**src/cpu_pkg.sv**
```systemverilog
package cpu_pkg;

    // machine word and general register geometry
    localparam int xlen       = 32;
    localparam int reg_addr_w = 5;
    localparam int reg_count  = 32;

    // csr number and exception code widths
    localparam int csr_num_w  = 14;
    localparam int ecode_w    = 6;
    localparam int esubcode_w = 9;

endpackage

```
**src/csr_pkg.sv**
```systemverilog
package csr_pkg;

    import cpu_pkg::*;

    // csr numbers
    localparam logic [csr_num_w-1:0] csr_crmd   = 14'h000;
    localparam logic [csr_num_w-1:0] csr_prmd   = 14'h001;
    localparam logic [csr_num_w-1:0] csr_estat  = 14'h005;
    localparam logic [csr_num_w-1:0] csr_era    = 14'h006;
    localparam logic [csr_num_w-1:0] csr_eentry = 14'h00c;
    localparam logic [csr_num_w-1:0] csr_save0  = 14'h030;
    localparam logic [csr_num_w-1:0] csr_save1  = 14'h031;
    localparam logic [csr_num_w-1:0] csr_save2  = 14'h032;
    localparam logic [csr_num_w-1:0] csr_save3  = 14'h033;

    // crmd fields
    localparam int crmd_plv_lsb = 0;
    localparam int crmd_plv_msb = 1;
    localparam int crmd_ie      = 2;
    localparam int crmd_da      = 3;

    // prmd fields
    localparam int prmd_pplv_lsb = 0;
    localparam int prmd_pplv_msb = 1;
    localparam int prmd_pie      = 2;

    // estat fields, only is_sw is software writable
    localparam int estat_is_sw_lsb    = 0;
    localparam int estat_is_sw_msb    = 1;
    localparam int estat_ecode_lsb    = 16;
    localparam int estat_ecode_msb    = 21;
    localparam int estat_esubcode_lsb = 22;
    localparam int estat_esubcode_msb = 30;

    // eentry holds a 64-byte aligned vector
    localparam int eentry_va_lsb = 6;
    localparam int eentry_va_msb = 31;

    // direct address mode out of reset
    localparam logic [xlen-1:0] crmd_reset = xlen'(1) << crmd_da;

    localparam logic [ecode_w-1:0] ecode_sys = 6'h0b;
    localparam logic [ecode_w-1:0] ecode_brk = 6'h0c;
    localparam logic [ecode_w-1:0] ecode_ine = 6'h0d;

endpackage

```
**src/csr.sv**
```systemverilog
module csr import cpu_pkg::*, csr_pkg::*; (
    input  logic                  clk,
    input  logic                  resetn,
    input  logic [csr_num_w-1:0]  csr_num,
    input  logic                  csr_we,
    input  logic [xlen-1:0]       csr_wmask,
    input  logic [xlen-1:0]       csr_wvalue,
    input  logic                  ertn_valid,
    input  logic                  excep_valid,
    input  logic [ecode_w-1:0]    ecode,
    input  logic [esubcode_w-1:0] esubcode,
    input  logic [xlen-1:0]       wb_pc,
    output logic [xlen-1:0]       csr_rvalue,
    output logic [xlen-1:0]       ex_entry,
    output logic [xlen-1:0]       era_value
);

    logic [crmd_plv_msb:crmd_plv_lsb]             crmd_plv_q;
    logic                                         crmd_ie_q;
    logic                                         crmd_da_q;
    logic [prmd_pplv_msb:prmd_pplv_lsb]           prmd_pplv_q;
    logic                                         prmd_pie_q;
    logic [estat_is_sw_msb:estat_is_sw_lsb]       estat_is_q;
    logic [ecode_w-1:0]                           estat_ecode_q;
    logic [esubcode_w-1:0]                        estat_esubcode_q;
    logic [xlen-1:0]                              era_q;
    logic [eentry_va_msb:eentry_va_lsb]           eentry_va_q;
    logic [xlen-1:0]                              save_q [4];

    logic [xlen-1:0] csr_wdata;
    logic            wr_crmd;
    logic            wr_prmd;
    logic            wr_estat;
    logic            wr_era;
    logic            wr_eentry;
    logic [3:0]      wr_save;

    // read mux, unmodeled numbers return zero
    always_comb begin
        csr_rvalue = '0;
        case (csr_num)
            csr_crmd: begin
                csr_rvalue[crmd_plv_msb:crmd_plv_lsb] = crmd_plv_q;
                csr_rvalue[crmd_ie]                   = crmd_ie_q;
                csr_rvalue[crmd_da]                   = crmd_da_q;
            end
            csr_prmd: begin
                csr_rvalue[prmd_pplv_msb:prmd_pplv_lsb] = prmd_pplv_q;
                csr_rvalue[prmd_pie]                    = prmd_pie_q;
            end
            csr_estat: begin
                csr_rvalue[estat_is_sw_msb:estat_is_sw_lsb]       = estat_is_q;
                csr_rvalue[estat_ecode_msb:estat_ecode_lsb]       = estat_ecode_q;
                csr_rvalue[estat_esubcode_msb:estat_esubcode_lsb] = estat_esubcode_q;
            end
            csr_era:    csr_rvalue = era_q;
            csr_eentry: csr_rvalue[eentry_va_msb:eentry_va_lsb] = eentry_va_q;
            csr_save0:  csr_rvalue = save_q[0];
            csr_save1:  csr_rvalue = save_q[1];
            csr_save2:  csr_rvalue = save_q[2];
            csr_save3:  csr_rvalue = save_q[3];
            default: ;
        endcase
    end

    // merge new bits under the mask into the current value
    assign csr_wdata = (csr_rvalue & ~csr_wmask) | (csr_wvalue & csr_wmask);

    assign wr_crmd    = csr_we && (csr_num == csr_crmd);
    assign wr_prmd    = csr_we && (csr_num == csr_prmd);
    assign wr_estat   = csr_we && (csr_num == csr_estat);
    assign wr_era     = csr_we && (csr_num == csr_era);
    assign wr_eentry  = csr_we && (csr_num == csr_eentry);
    assign wr_save[0] = csr_we && (csr_num == csr_save0);
    assign wr_save[1] = csr_we && (csr_num == csr_save1);
    assign wr_save[2] = csr_we && (csr_num == csr_save2);
    assign wr_save[3] = csr_we && (csr_num == csr_save3);

    // exception entry wins over ertn
    always_ff @(posedge clk) begin
        if (!resetn) begin
            crmd_plv_q <= crmd_reset[crmd_plv_msb:crmd_plv_lsb];
            crmd_ie_q  <= crmd_reset[crmd_ie];
            crmd_da_q  <= crmd_reset[crmd_da];
        end else if (excep_valid) begin
            crmd_plv_q <= '0;
            crmd_ie_q  <= 1'b0;
        end else if (ertn_valid) begin
            crmd_plv_q <= prmd_pplv_q;
            crmd_ie_q  <= prmd_pie_q;
        end else if (wr_crmd) begin
            crmd_plv_q <= csr_wdata[crmd_plv_msb:crmd_plv_lsb];
            crmd_ie_q  <= csr_wdata[crmd_ie];
            crmd_da_q  <= csr_wdata[crmd_da];
        end
    end

    always_ff @(posedge clk) begin
        if (!resetn) begin
            prmd_pplv_q <= '0;
            prmd_pie_q  <= 1'b0;
        end else if (excep_valid) begin
            prmd_pplv_q <= crmd_plv_q;
            prmd_pie_q  <= crmd_ie_q;
        end else if (wr_prmd) begin
            prmd_pplv_q <= csr_wdata[prmd_pplv_msb:prmd_pplv_lsb];
            prmd_pie_q  <= csr_wdata[prmd_pie];
        end
    end

    always_ff @(posedge clk) begin
        if (!resetn) begin
            estat_is_q       <= '0;
            estat_ecode_q    <= '0;
            estat_esubcode_q <= '0;
        end else if (excep_valid) begin
            estat_ecode_q    <= ecode;
            estat_esubcode_q <= esubcode;
        end else if (wr_estat) begin
            estat_is_q <= csr_wdata[estat_is_sw_msb:estat_is_sw_lsb];
        end
    end

    always_ff @(posedge clk) begin
        if (!resetn) begin
            era_q <= '0;
        end else if (excep_valid) begin
            era_q <= wb_pc;
        end else if (wr_era) begin
            era_q <= csr_wdata;
        end
    end

    always_ff @(posedge clk) begin
        if (!resetn) begin
            eentry_va_q <= '0;
            for (int i = 0; i < 4; i++) begin
                save_q[i] <= '0;
            end
        end else begin
            if (wr_eentry) begin
                eentry_va_q <= csr_wdata[eentry_va_msb:eentry_va_lsb];
            end
            for (int i = 0; i < 4; i++) begin
                if (wr_save[i]) begin
                    save_q[i] <= csr_wdata;
                end
            end
        end
    end

    assign ex_entry  = {eentry_va_q, {eentry_va_lsb{1'b0}}};
    assign era_value = era_q;

endmodule

```
**src/regfile.sv**
```systemverilog
module regfile import cpu_pkg::*; (
    input  logic                  clk,
    input  logic [reg_addr_w-1:0] raddr1,
    input  logic [reg_addr_w-1:0] raddr2,
    input  logic                  we,
    input  logic [reg_addr_w-1:0] waddr,
    input  logic [xlen-1:0]       wdata,
    output logic [xlen-1:0]       rdata1,
    output logic [xlen-1:0]       rdata2
);

    // contents start out zero
    logic [xlen-1:0] regs [reg_count] = '{default: '0};

    always_ff @(posedge clk) begin
        if (we && (waddr != '0)) begin
            regs[waddr] <= wdata;
        end
    end

    // r0 is hardwired, no write-through
    always_comb begin
        if (raddr1 == '0) begin
            rdata1 = '0;
        end else begin
            rdata1 = regs[raddr1];
        end
    end

    always_comb begin
        if (raddr2 == '0) begin
            rdata2 = '0;
        end else begin
            rdata2 = regs[raddr2];
        end
    end

endmodule

```
**src/wb_stage.sv**
```systemverilog
module wb_stage import cpu_pkg::*; (
    input  logic                  clk,
    input  logic                  resetn,
    input  logic                  mem_to_wb_valid,
    input  logic                  mem_rf_we,
    input  logic [reg_addr_w-1:0] mem_rf_waddr,
    input  logic [xlen-1:0]       mem_rf_result,
    input  logic [xlen-1:0]       mem_pc,
    input  logic                  mem_res_from_csr,
    input  logic [csr_num_w-1:0]  mem_csr_num,
    input  logic                  mem_csr_we,
    input  logic [xlen-1:0]       mem_csr_wmask,
    input  logic [xlen-1:0]       mem_csr_wvalue,
    input  logic                  mem_ertn,
    input  logic                  mem_excep,
    input  logic [ecode_w-1:0]    mem_ecode,
    input  logic [esubcode_w-1:0] mem_esubcode,
    output logic                  wb_allowin,
    output logic                  rf_we,
    output logic [reg_addr_w-1:0] rf_waddr,
    output logic [xlen-1:0]       rf_wdata,
    output logic                  wb_flush,
    output logic [xlen-1:0]       flush_target,
    output logic [xlen-1:0]       debug_wb_pc,
    output logic [3:0]            debug_wb_rf_we,
    output logic [reg_addr_w-1:0] debug_wb_rf_wnum,
    output logic [xlen-1:0]       debug_wb_rf_wdata
);

    logic                  wb_valid;
    logic                  wb_rf_we;
    logic [reg_addr_w-1:0] wb_rf_waddr;
    logic [xlen-1:0]       wb_rf_result;
    logic [xlen-1:0]       wb_pc;
    logic                  wb_res_from_csr;
    logic [csr_num_w-1:0]  wb_csr_num;
    logic                  wb_csr_we;
    logic [xlen-1:0]       wb_csr_wmask;
    logic [xlen-1:0]       wb_csr_wvalue;
    logic                  wb_ertn;
    logic                  wb_excep;
    logic [ecode_w-1:0]    wb_ecode;
    logic [esubcode_w-1:0] wb_esubcode;

    logic            csr_we;
    logic            ertn_valid;
    logic            excep_valid;
    logic [xlen-1:0] csr_rvalue;
    logic [xlen-1:0] ex_entry;
    logic [xlen-1:0] era_value;

    // retires every cycle
    assign wb_allowin = 1'b1;

    always_ff @(posedge clk) begin
        if (!resetn) begin
            wb_valid <= 1'b0;
        end else if (wb_allowin) begin
            wb_valid <= mem_to_wb_valid;
        end
    end

    always_ff @(posedge clk) begin
        if (mem_to_wb_valid && wb_allowin) begin
            wb_rf_we        <= mem_rf_we;
            wb_rf_waddr     <= mem_rf_waddr;
            wb_rf_result    <= mem_rf_result;
            wb_pc           <= mem_pc;
            wb_res_from_csr <= mem_res_from_csr;
            wb_csr_num      <= mem_csr_num;
            wb_csr_we       <= mem_csr_we;
            wb_csr_wmask    <= mem_csr_wmask;
            wb_csr_wvalue   <= mem_csr_wvalue;
            wb_ertn         <= mem_ertn;
            wb_excep        <= mem_excep;
            wb_ecode        <= mem_ecode;
            wb_esubcode     <= mem_esubcode;
        end
    end

    assign excep_valid = wb_valid && wb_excep;
    assign ertn_valid  = wb_valid && wb_ertn;

    // a faulting instruction commits nothing
    assign rf_we    = wb_valid && wb_rf_we && !wb_excep;
    assign csr_we   = wb_valid && wb_csr_we && !wb_excep;
    assign rf_waddr = wb_rf_waddr;
    assign rf_wdata = wb_res_from_csr ? csr_rvalue : wb_rf_result;

    csr csr_inst (
        .clk         (clk),
        .resetn      (resetn),
        .csr_num     (wb_csr_num),
        .csr_we      (csr_we),
        .csr_wmask   (wb_csr_wmask),
        .csr_wvalue  (wb_csr_wvalue),
        .ertn_valid  (ertn_valid),
        .excep_valid (excep_valid),
        .ecode       (wb_ecode),
        .esubcode    (wb_esubcode),
        .wb_pc       (wb_pc),
        .csr_rvalue  (csr_rvalue),
        .ex_entry    (ex_entry),
        .era_value   (era_value)
    );

    assign wb_flush     = excep_valid || ertn_valid;
    assign flush_target = excep_valid ? ex_entry : era_value;

    // trace port
    assign debug_wb_pc       = wb_pc;
    assign debug_wb_rf_we    = {4{rf_we}};
    assign debug_wb_rf_wnum  = rf_waddr;
    assign debug_wb_rf_wdata = rf_wdata;

endmodule

```
**src/wb_subsystem.sv**
```systemverilog
module wb_subsystem import cpu_pkg::*; (
    input  logic                  clk,
    input  logic                  resetn,
    input  logic                  mem_to_wb_valid,
    input  logic                  mem_rf_we,
    input  logic [reg_addr_w-1:0] mem_rf_waddr,
    input  logic [xlen-1:0]       mem_rf_result,
    input  logic [xlen-1:0]       mem_pc,
    input  logic                  mem_res_from_csr,
    input  logic [csr_num_w-1:0]  mem_csr_num,
    input  logic                  mem_csr_we,
    input  logic [xlen-1:0]       mem_csr_wmask,
    input  logic [xlen-1:0]       mem_csr_wvalue,
    input  logic                  mem_ertn,
    input  logic                  mem_excep,
    input  logic [ecode_w-1:0]    mem_ecode,
    input  logic [esubcode_w-1:0] mem_esubcode,
    input  logic [reg_addr_w-1:0] raddr1,
    input  logic [reg_addr_w-1:0] raddr2,
    output logic                  wb_allowin,
    output logic [xlen-1:0]       rdata1,
    output logic [xlen-1:0]       rdata2,
    output logic                  wb_flush,
    output logic [xlen-1:0]       flush_target,
    output logic [xlen-1:0]       debug_wb_pc,
    output logic [3:0]            debug_wb_rf_we,
    output logic [reg_addr_w-1:0] debug_wb_rf_wnum,
    output logic [xlen-1:0]       debug_wb_rf_wdata
);

    logic                  rf_we;
    logic [reg_addr_w-1:0] rf_waddr;
    logic [xlen-1:0]       rf_wdata;

    wb_stage wb_stage_inst (
        .clk               (clk),
        .resetn            (resetn),
        .mem_to_wb_valid   (mem_to_wb_valid),
        .mem_rf_we         (mem_rf_we),
        .mem_rf_waddr      (mem_rf_waddr),
        .mem_rf_result     (mem_rf_result),
        .mem_pc            (mem_pc),
        .mem_res_from_csr  (mem_res_from_csr),
        .mem_csr_num       (mem_csr_num),
        .mem_csr_we        (mem_csr_we),
        .mem_csr_wmask     (mem_csr_wmask),
        .mem_csr_wvalue    (mem_csr_wvalue),
        .mem_ertn          (mem_ertn),
        .mem_excep         (mem_excep),
        .mem_ecode         (mem_ecode),
        .mem_esubcode      (mem_esubcode),
        .wb_allowin        (wb_allowin),
        .rf_we             (rf_we),
        .rf_waddr          (rf_waddr),
        .rf_wdata          (rf_wdata),
        .wb_flush          (wb_flush),
        .flush_target      (flush_target),
        .debug_wb_pc       (debug_wb_pc),
        .debug_wb_rf_we    (debug_wb_rf_we),
        .debug_wb_rf_wnum  (debug_wb_rf_wnum),
        .debug_wb_rf_wdata (debug_wb_rf_wdata)
    );

    regfile regfile_inst (
        .clk    (clk),
        .raddr1 (raddr1),
        .raddr2 (raddr2),
        .we     (rf_we),
        .waddr  (rf_waddr),
        .wdata  (rf_wdata),
        .rdata1 (rdata1),
        .rdata2 (rdata2)
    );

endmodule

```
**config.mk**
```make
export PLATFORM = sky130hd
export DESIGN_NAME = wb_subsystem
export DESIGN_NICKNAME = d
export VERILOG_FILES = /design/src/cpu_pkg.sv /design/src/csr_pkg.sv /design/src/csr.sv /design/src/regfile.sv /design/src/wb_stage.sv /design/src/wb_subsystem.sv
export SDC_FILE = /design/constraint.sdc
export NUM_CORES = 2
export LEC_CHECK = 0
export ABC_AREA = 1
export BUFFER_PORTS_ARGS = -buffer_cell sky130_fd_sc_hd__buf_2
export CAP_MARGIN = 20
export CORE_UTILIZATION = 44
export CTS_CLUSTER_SIZE = 16
export DETAILED_ROUTE_END_ITERATION = 16
export HOLD_SLACK_MARGIN = 0.1
export PLACE_DENSITY = 0.71
export SLEW_MARGIN = 20
export SYNTH_ARGS = -nofsm -noshare
export SYNTH_HDL_FRONTEND = slang
export SYNTH_SLANG_ARGS = --single-unit
```
**constraint.sdc**
```tcl
create_clock -name clk -period 13.55 [get_ports clk]
set_clock_uncertainty 0.2 [all_clocks]
set_input_delay 0.6775 -clock clk [delete_from_list [all_inputs] [get_ports clk]]
set_output_delay 0.6775 -clock clk [all_outputs]
set_load 0.05 [all_outputs]
```
==> results.py <==
metrics = {
    "timing": {
        "maxSlewHeadroom_pct": 17.65,
        "fin_crit_ns": 6.488,
        "fin_setup_tns_ns": 0,
        "clock.fmax_mhz": 154.1,
        "fin_crit_sh_pct": 47.88,
        "hold_violations": 0,
        "rsz0062_at_grt": "false",
        "finalSetupViolCount": 0,
        "worst_pin_slew_ns": 1.235,
        "slew_viol_final": 0,
    },
    "placed_design": {
        "gp_congestion": 0.8928,
        "numPortBuffers": 349,
        "hpwl_um": 127600,
    },
    "cts": {
        "cts_resized": 0,
        "clk_path_buf_depth": 3,
        "clk_latency_ns": 0.80,
        "cts_tree": "done",
        "cts_sinks": 1402,
        "path_clk_slew_ns": 0.06,
        "cts_made_buffers": 150,
        "htreeDepth": 4,
        "cts_root_buf": "clkbuf_16",
    },
    "floorplanning": {
        "die-area_mm2": 0.1507,
        "fp.dieH_um": 388.2,
        "core_area_mm2": 0.1478,
        "io_pins": 351,
        "initial_utilization_pct": 44.40,
        "rows": 141,
        "die_w_um": 388.2,
    },
    "synthesis": {
        "synth.top_cell.area_share_pct": 60.34,
        "ys_ff_latch": 1402,
        "syn-cell-area_mm2": 0.06564,
        "synthFlopType": "edfxtp_1",
        "avgSynthCellArea_um2": 10.17,
        "synth.most_common_cell": "nor2_1",
        "synth-edff-count": 1319,
        "synthTopCellsByArea": "edfxtp_1, o21ai_0, nor2_1",
        "ys.warnings.count": 0,
        "async_flop_share_pct": 0,
        "seq_area_frac_synth_pct": 62.87,
        "ys_top_cells_by_count": "nor2_1, edfxtp_1, o21ai_0",
        "synth_cells": 6452,
        "netlist-cell-type-count": 43,
        "synth_largest_area_cell": "edfxtp_1",
    },
    "detailed_routing": {
        "avgRoutedWirePerCell_um": 27.13,
        "firstDrtPassIters": 7,
        "antenna_left": 0,
        "viasPerCell": 6.457,
        "drt-total-wl_um": 239200,
        "drc": 0,
        "num_vias": 56940,
        "drt_iter0_drc": 9455,
    },
    "setup_path": {
        "critPathKind": "in2out",
        "critPathMaxFanout": 109,
        "cp.arrival_ns": 5.61,
        "cp.required_ns": 12.67,
        "crit_path_end_kind": "primary output",
        "start_kind": "primary input",
    },
    "grt": {
        "grt_overflow": 0,
        "use_met2_pct": 47.36,
        "top_usage_layer": "met2",
        "grt_first_pass_wirelength_um": 344900,
        "grt_pass1_vias": 54410,
        "use_met1_pct": 39.07,
        "use_met3_pct": 7.005,
        "antenna_found_initial": 5,
        "grt_use_total_pct": 30.62,
        "grt_max_degree": 235,
    },
    "job": {
        "cap_viol_max_count": 0,
    },
    "run_status": {
        "status": "completed",
    },
    "final_layout": {
        "syn_to_final_growth_pct": 15.52,
        "final_layout_size_suffix_gt1_share_pct": 12.97,
        "nets": 6945,
    },
    "power": {
        "power_density_mw_per_mm2": 133.1,
        "leakagePower_nw": 25.65,
        "power_w": 0.01009,
        "peakVddDrop_uv": 107.9,
    },
    "min_path": {
        "hold_class": "in2reg",
    },
}
per-layer routing:
| metal | share of wire (%) | wire length [µm] | up-vias |
|---|---|---|---|
| met1 | 35 | 83480 | 27090 |
| met4 | 6.5 | 15450 | 4 |
| li1 | - | - | 23960 |
| met5 | 0.051 | 122 | - |
| met3 | 14 | 33490 | 988 |
| met2 | 45 | 106700 | 4888 |
power breakdown:
part / switching [W] / leakage, nW / internal (W)
combinational: 0.000881 / 11.2 / 0.000280
clock: 0.00177 / 2.31 / 0.00225
sequential: 0.0000409 / 12.2 / 0.00487
kinds of logic (layout without fill, tap and decap cells):
logic type	after synthesis	in the layout	synth area share (%)
flops	1402	1402	62.87
mux	20	20	0.3050
other cells	2	34	0.01144
simple gates	2501	2501	15.95
compound gates	1818	1818	16.08
buf+inv	709	1112	4.783
worst paths after layout:
kind	depth (start not counted)	startpoint	to	slack, ns
setup / recovery	11	raddr1[1]	rdata1[0]	7.06
hold / removal	1	mem_to_wb_valid	wb_stage_inst.wb_csr_num[13]	0.26
setup reg to reg	6	wb_stage_inst.wb_excep	regfile_inst.regs[15][13]	9.41
hold reg to reg	2	wb_stage_inst.csr_inst.estat_ecode_q[1]	wb_stage_inst.csr_inst.estat_ecode_q[1]	0.29
cell type report:
class,count,area [µm²]
fillers,12500,72020
flip-flops and latches,1402,41270
multi-input cells,4372,22030
repair buffers,649,4621
clock buffers,198,4039
well taps,1930,2415
inverters,190,752.0
clock inverters,75,698.2
diodes,1,2.502
sequential cells by signal, summed over array words and instances (netlist names), 9 cells and up:
| name | cells |
|---|---|
| regfile_inst.regs | 1024 |
| wb_stage_inst.csr_inst.eentry_va_q | 26 |
| wb_stage_inst.csr_inst.era_value | 32 |
| wb_stage_inst.csr_inst.estat_esubcode_q | 9 |
| wb_stage_inst.csr_inst.save_q | 128 |
| wb_stage_inst.debug_wb_pc | 32 |
| wb_stage_inst.wb_csr_num | 14 |
| wb_stage_inst.wb_csr_wmask | 32 |
| wb_stage_inst.wb_csr_wvalue | 32 |
| wb_stage_inst.wb_esubcode | 9 |
| wb_stage_inst.wb_rf_result | 32 |
what timing repair did:
action	4_1_cts	5_1_grt
endpoints found under the hold margin	167	0
buffers inserted	0	0
endpoints found under the setup margin	0	0
hold buffers	167	0
metrics by stage:
step | worst slack [ns] | cells | hold WS (ns) | utilization, % | instance area [µm²]
after floorplan | 8.712 | 6483 | 0.2493 | - | 65760
after global placement | 7.483 | 8372 | 0.2624 | 46.88 | 69300
after detailed placement | 7.538 | 8372 | 0.2719 | 46.88 | 69300
after CTS | 7.534 | 8812 | 0.2411 | 51.21 | 75710
after global routing | 7.219 | 8816 | 0.2783 | 51.29 | 75820
final | 7.062 | 8817 | 0.2594 | 51.29 | 75820
cells in the final DEF, fill, tap and decap left out, types with 31 or more instances in the layout:
cell           count
nor2_1          1425
edfxtp_1        1319
o21ai_0         1099
nand2_1          464
nand3_1          439
buf_2            341
o221ai_1         259
inv_1            171
dlygate4sd3_1    167
a21oi_1          156
o22ai_1          155
clkbuf_16        154
buf_4            126
dfxtp_1           83
o211ai_1          64
or2_2             42
clkbuf_1          42
conb_1            33
nand2_2           32
nand3_2           31
critical path, cell delays in order:
cell	delay (ns)
buf_6	0.19
inv_6	0.83
buf_4	0.99
buf_4	0.81
o21ai_0	0.25
o22ai_1	0.18
nand2_1	0.07
a21oi_1	0.37
nor2_1	0.10
nor2_1	0.50
buf_2	0.38
(Power assumes the default switching activity.)
